==> config.mk <==
export PLATFORM = sky130hd
export DESIGN_NAME = icache_fill
export DESIGN_NICKNAME = d
export VERILOG_FILES = /design/src/hdl/icache_pkg.sv /design/src/hdl/icache_fill.sv
export SDC_FILE = /design/constraint.sdc
export NUM_CORES = 1
export LEC_CHECK = 0
export BUFFER_PORTS_ARGS = -buffer_cell sky130_fd_sc_hd__buf_2
export CORE_UTILIZATION = 40
export DETAILED_ROUTE_END_ITERATION = 10
export GPL_TIMING_DRIVEN = 0
export HOLD_SLACK_MARGIN = 0.12
export PLACE_DENSITY = 0.95
export SLEW_MARGIN = 20
export SYNTH_ARGS = -nofsm -noshare
export SYNTH_HDL_FRONTEND = slang
export SYNTH_SLANG_ARGS = --single-unit
==> constraint.sdc <==
create_clock -name clk -period 5.7 [get_ports clk]
set_input_delay 0.57 -clock clk [delete_from_list [all_inputs] [get_ports clk]]
set_output_delay 0.57 -clock clk [all_outputs]
set_load 0.02 [all_outputs]
==> src/hdl/icache_pkg.sv <==
/*
 * Instruction cache package: geometry, address field types,
 * fill machine states and the structs passed between the cache blocks
 */
package icache_pkg;

    // Cache geometry
    localparam int sets = 256;
    localparam int line_words = 8;
    localparam int index_bits = 8;
    localparam int tag_bits = 8;
    localparam int offset_bits = 3;

    // Word address of one line RAM, index above offset
    localparam int ram_addr_bits = index_bits + offset_bits;

    // CPU word address, bit 0 is the byte lane and is never carried
    typedef logic [19:1] addr_t;

    // Instruction word
    typedef logic [15:0] word_t;

    typedef logic [index_bits-1:0] index_t;
    typedef logic [tag_bits-1:0] tag_t;
    typedef logic [offset_bits-1:0] offset_t;

    // Line fill sequencer states
    typedef enum logic [1:0] {
        fill_idle,
        fill_fetch,
        fill_finish
    } fill_state_t;

    // Miss request from the directory to the fill sequencer
    typedef struct packed {
        index_t index;
        tag_t   tag;
        logic   way;
    } fill_req_t;

    // One word returned by memory on its way into the line RAMs
    typedef struct packed {
        logic    valid;
        logic    way;
        index_t  index;
        offset_t offset;
        word_t   data;
        logic    last;
    } fill_wr_t;

endpackage
==> src/hdl/icache_fill.sv <==
/*
 * Line fill sequencer: fetches the eight words of a missed line
 * from memory in order and streams them into the line RAMs
 */
`timescale 1ns/1ps

module icache_fill (
    input  logic                  clk,
    input  logic                  reset,
    input  logic                  fill_start,
    input  icache_pkg::fill_req_t fill_req,
    output icache_pkg::fill_wr_t  fill_wr,
    output logic                  fill_done,
    output icache_pkg::addr_t     m_addr,
    output logic                  m_access,
    input  icache_pkg::word_t     m_data,
    input  logic                  m_ack
);

    icache_pkg::fill_state_t state_q;
    icache_pkg::fill_req_t   req_q;
    icache_pkg::offset_t     offset_q;

    logic word_ack;
    logic last_word;

    assign word_ack = (state_q == icache_pkg::fill_fetch) && m_ack;
    assign last_word = (offset_q == icache_pkg::offset_t'(icache_pkg::line_words - 1));

    // Memory request stays up for the whole line
    assign m_access = (state_q == icache_pkg::fill_fetch);
    assign m_addr = {req_q.tag, req_q.index, offset_q};

    assign fill_done = (state_q == icache_pkg::fill_finish);

    // Each acknowledged word goes straight to the RAM of the victim way
    always_comb begin
        fill_wr.valid = word_ack;
        fill_wr.way = req_q.way;
        fill_wr.index = req_q.index;
        fill_wr.offset = offset_q;
        fill_wr.data = m_data;
        fill_wr.last = last_word;
    end

    always_ff @(posedge clk or posedge reset) begin
        if (reset) begin
            state_q <= icache_pkg::fill_idle;
            offset_q <= '0;
        end else begin
            case (state_q)
                icache_pkg::fill_idle: begin
                    if (fill_start) begin
                        state_q <= icache_pkg::fill_fetch;
                        offset_q <= '0;
                    end
                end
                icache_pkg::fill_fetch: begin
                    // Nothing moves until memory answers
                    if (m_ack) begin
                        offset_q <= offset_q + 1'b1;
                        if (last_word) begin
                            state_q <= icache_pkg::fill_finish;
                        end
                    end
                end
                icache_pkg::fill_finish: begin
                    state_q <= icache_pkg::fill_idle;
                end
                default: state_q <= icache_pkg::fill_idle;
            endcase
        end
    end

    // Request of the current miss
    always_ff @(posedge clk) begin
        if (state_q == icache_pkg::fill_idle && fill_start) begin
            req_q <= fill_req;
        end
    end

endmodule

; After elaboration in Yosys (flattened, before gate mapping)
; Cells that the tools add are included.
; Widths: inputs -> output; s select.
[totals]
ff_bits = 22
in_bits = 37
out_inout_bits = 51
elab_cells = 25
[classes]
addsub = 1
n_eq_ne = 6
muxes = 7
reduce_logical = 6
[op_table]
columns = cell, n
row1 = $mux 2, 3
row2 = $mux 3, 2
row3 = $pmux 3 s2, 1
row4 = $reduce_and 3->1, 2
row5 = $ne 2x1->1 const B, 2
row6 = $pmux 2 s2, 1
row7 = $add 3x1->3 const B, 1
row8 = $eq 3x3->1 const B, 1
row9 = $eq 2x1->1 const B, 1
row10 = $eq 2x2->1 const B, 1
row11 = $logic_and 1x1->1, 2
row12 = $logic_not 2->1, 1
row13 = $ne 2x2->1 const B, 1
row14 = $reduce_bool 2->1, 1

; Logic depth before layout (Yosys ltp)
[depth]
depth_word = 4
depth_mapped = 4
mapped_depth_nobuf = 4

; Worst setup path before layout
; Ideal clock, no wire load.
[synth_timing]
kind = input -> register
start = input fill_start
end = register req_q, in the netlist fill_wr[20], enable pin
arrival_ns = 1.880
setup_slack_ns = 3.404
stages = 1
n_path_buf = 0
cell_sequence = nor3b_1
[synth_via]
elab_chain_len = 1
[synth_lines]
columns = element, line_no
row1 = from (decl), icache_fill.sv:10  ; input logic fill_start,
row2 = $logic_and 1x1->1, icache_fill.sv:77  ; if (state_q == icache_pkg::fill_idle && fill_start) begin
row3 = to (signal assigned), icache_fill.sv:78  ; req_q <= fill_req;
row4 = to (decl), icache_fill.sv:21  ; icache_pkg::fill_req_t req_q;
; No other way between the ends.
; A chain may end at the register's enable or synchronous reset.

; Worst setup path after layout
[layout_timing]
start = register offset_q[0]
end = output fill_wr[0] (netlist bit)
[layout_via]
elab_chain_len = 1
[layout_lines]
columns = element, line_no
row1 = from (decl), icache_fill.sv:22  ; icache_pkg::offset_t offset_q;
row2 = from (signal assigned), icache_fill.sv:61  ; offset_q <= offset_q + 1'b1;
row3 = $eq 3x3->1, icache_fill.sv:28  ; assign last_word = (offset_q == icache_pkg::offset_t'(icache_pkg::line_words - 1));
row4 = to (decl), icache_fill.sv:12  ; output icache_pkg::fill_wr_t fill_wr,
; No other way between the ends.

==> results.py <==
metrics = {
    "routing": {
        "firstDrtPassIters": 4,
        "drt_iter0_drc": 10,
        "wire_per_inst_um": 11.5,
        "via_per_inst": 4.40,
        "wirelength_um": 2040,
        "ant_nets": 0,
        "drc": 0,
        "vias": 778,
    },
    "yosys": {
        "synth-compound-area-share_pct": 3.89,
        "synth_top_family_by_area": "buffers and inverters",
        "yosysTopAreaCell": "edfxtp_1",
        "avgSynthCellArea_um2": 14.5,
        "ys_seq_elements": 22,
        "synth_fa_ha_area_share_pct": 2.43,
        "synth.area.top_cells": "edfxtp_1 50%, buf_4 21%, dfrtp_1 12%",
        "synth_seq_area_share_pct": 61.7,
        "synthMuxAreaShare_pct": 0,
        "synth_xor_area_share_pct": 0,
        "synthMostInstantiatedCell": "buf_4",
        "syn_nets": 110,
        "synth_enable_flop_cells": 17,
        "synthFlopType": "edfxtp_1",
        "yosysWarningCount": 0,
        "synth.top_cells.by_count": "29 x buf_4, 17 x edfxtp_1, 5 x dfrtp_1",
        "yosys.area.top_type_share_pct": 49.6,
        "synth-simple-area-share_pct": 9.36,
        "synth_cells": 71,
        "synthArstFlopShare_pct": 22.7,
        "syn_area_um2": 1030,
        "synthDistinctLibCells": 18,
    },
    "hold_path": {
        "hold_path_class": "input port to asynchronous set/reset pin",
    },
    "critical_path": {
        "reg2reg_from": "state_q[0]",
        "cp-start-kind": "flip-flop",
        "cp_max_fo": 6,
        "reg2reg_slack_ns": 4.12,
        "critPathCaptureType": "output pin",
        "crit-reg2reg-capture": "m_addr[13]",
        "cp_data_required_time_ns": 5.13,
        "cp_data_arrival_time_ns": 1.47,
        "worstSetupPathType": "flip-flop to output pin",
        "reg2regPathDepth": 3,
    },
    "sta": {
        "finalHoldViolations": 0,
        "finalSetupViolCount": 0,
        "period_share_pct": 35.8,
        "final.setup.tns_ns": 0,
        "rsz0062_at_grt": "no",
        "maxSlewHeadroom_pct": 58.6,
        "period_needed_ns": 2.04,
        "worst_pin_slew_ns": 0.619,
        "finClkSkew_ns": 0.00401,
        "maxSlewViolCount": 0,
        "fmax_mhz": 490,
    },
    "global_route": {
        "antenna_found_initial": 0,
        "gr-total-overflow": 0,
        "use_met3_pct": 3.77,
        "grt_pass1_vias": 659,
        "grt_max_degree": 13,
        "use_met2_pct": 28.1,
        "grt_usage_pct": 13.7,
        "use_met1_pct": 12.7,
        "grt_pass1_wl_um": 2700,
        "grt.busiest_layer": "met2",
    },
    "clock_network": {
        "cts_tree": "built",
        "cts_hold_buf": 0,
        "numCtsBuffers": 3,
        "clock_sinks": 22,
        "clkTransAtPathRegs_ns": 0.11,
        "post_cts_buffers": 0,
        "clockBufferDepth": 2,
        "h-tree-depth": 1,
        "cts_resized": 0,
        "clk_latency_ns": 0.29,
        "cts-root-buf": "clkbuf_4",
    },
    "power_and_ir_drop": {
        "power_mw": 0.502,
        "pwr-share-clk_pct": 13.7,
        "ir_drop_mv": 0.270,
        "leakage_nw": 0.766,
        "p_sw_share_pct": 34.9,
        "p_sw_mw": 0.175,
        "sequentialPowerShare_pct": 44.0,
        "power_density_nw_per_um2": 343,
        "internal-power_mw": 0.327,
        "combPwrFrac_pct": 42.3,
    },
    "placed_design": {
        "place_congestion": 0.620,
        "place_inst": 173,
        "dp_hpwl_um": 1720,
        "placed_area_um2": 1440,
        "io_buffers": 71,
    },
    "finish": {
        "diodes": 0,
        "final_nets": 187,
        "stdcell_count": 177,
        "final_util_pct": 59.7,
        "design_area_um2": 1470,
        "area_growth_pct": 42.3,
        "drive_above_1_share_pct": 74.1,
    },
    "floorplanning": {
        "num_rows": 18,
        "ios": 88,
        "start_util_pct": 41.9,
        "core_area_um2": 2450,
        "dieWidth_um": 52.7,
        "die_area_um2": 2780,
        "die_h_um": 52.7,
    },
    "status": {
        "status": "completed",
    },
    "job": {
        "cap_viol_max_count": 0,
    },
}
[metrics by stage]
stage	hold slack [ns]	setup WS [ns]
after floorplan	0.349	3.40
after global routing	0.144	3.58
after detailed placement	0.475	3.96
after CTS	0.140	3.64
after global placement	0.470	2.85
final	0.150	3.66
[routing by layer]
metal  part of all wire, %  vias to the layer above
li1                      -                      374
met1                    34                      345
met2                    56                       59
met3                    10                        0
met4                     0                        0
met5                     0                        -
[placed cells by master, fill, tap and decap left out]
master    instances
a211o_1           3
a31oi_1           1
and2_2            1
and2b_1           1
and3_2            1
and3b_1           3
and4b_1           1
and4b_2           1
and4bb_1          1
buf_2            71
buf_4            29
buf_6             2
clkbuf_1          1
clkbuf_4          3
dfrtp_1           5
edfxtp_1         17
ha_1              2
inv_1             1
nor2b_1           1
nor3b_2           1
o21bai_1          1
[power groups by stage]
| stage | Sequential [mW] | Combinational, mW | Clock [mW] |
|---|---|---|---|
| 2_1_floorplan | 0.249 | 0.121 | 0 |
| 3_3_place_gp | 0.223 | 0.203 | 0 |
| 3_5_place_dp | 0.225 | 0.215 | 0 |
| 4_1_cts | 0.221 | 0.215 | 0.0728 |
| 5_1_grt | 0.225 | 0.229 | 0.0795 |
| 6_report | 0.221 | 0.213 | 0.0687 |
[cells by family (layout without fill, tap and decap cells)]
logic type | after synthesis | in the layout
AO/OA/AOI/OAI | 5 | 5
adder cells (fa/ha/maj) | 2 | 2
buffers and inverters | 31 | 107
flip-flops | 22 | 22
AND/OR/NAND/NOR | 11 | 11
[worst max-delay path by stage]
stage	from	endpoint	slack (ns)	cells past startpoint
2_1_floorplan	fill_start	fill_wr[20]	3.40	1
3_3_place_gp	fill_start	m_addr[12]	2.85	2
3_5_place_dp	fill_start	m_addr[11]	3.96	3
4_1_cts	state_q[0]	fill_wr[29]	3.64	5
5_1_grt	offset_q[0]	fill_wr[0]	3.58	4
6_report	offset_q[0]	fill_wr[0]	3.66	4
[critical path, stage by stage, from the launching register on]
cell	delay [ns]
dfrtp_1	0.45
ha_1	0.23
ha_1	0.22
buf_4	0.14
buf_2	0.15
[final cells by class]
class	instances	area, um^2
Fill cell	209	990
Sequential cell	22	636
Timing Repair Buffer	72	367
Buffer	30	229
Multi-Input combinational cell	18	166
Tap cell	30	37.5
Clock buffer	4	26.3
Inverter	1	3.75
[flip-flops by register name (all words and copies together), names as in the netlist]
name / flops
fill_wr: 9
offset_q: 3
state_q: 2
m_addr: 8
No activity file was read; power rests on OpenSTA's default activity.
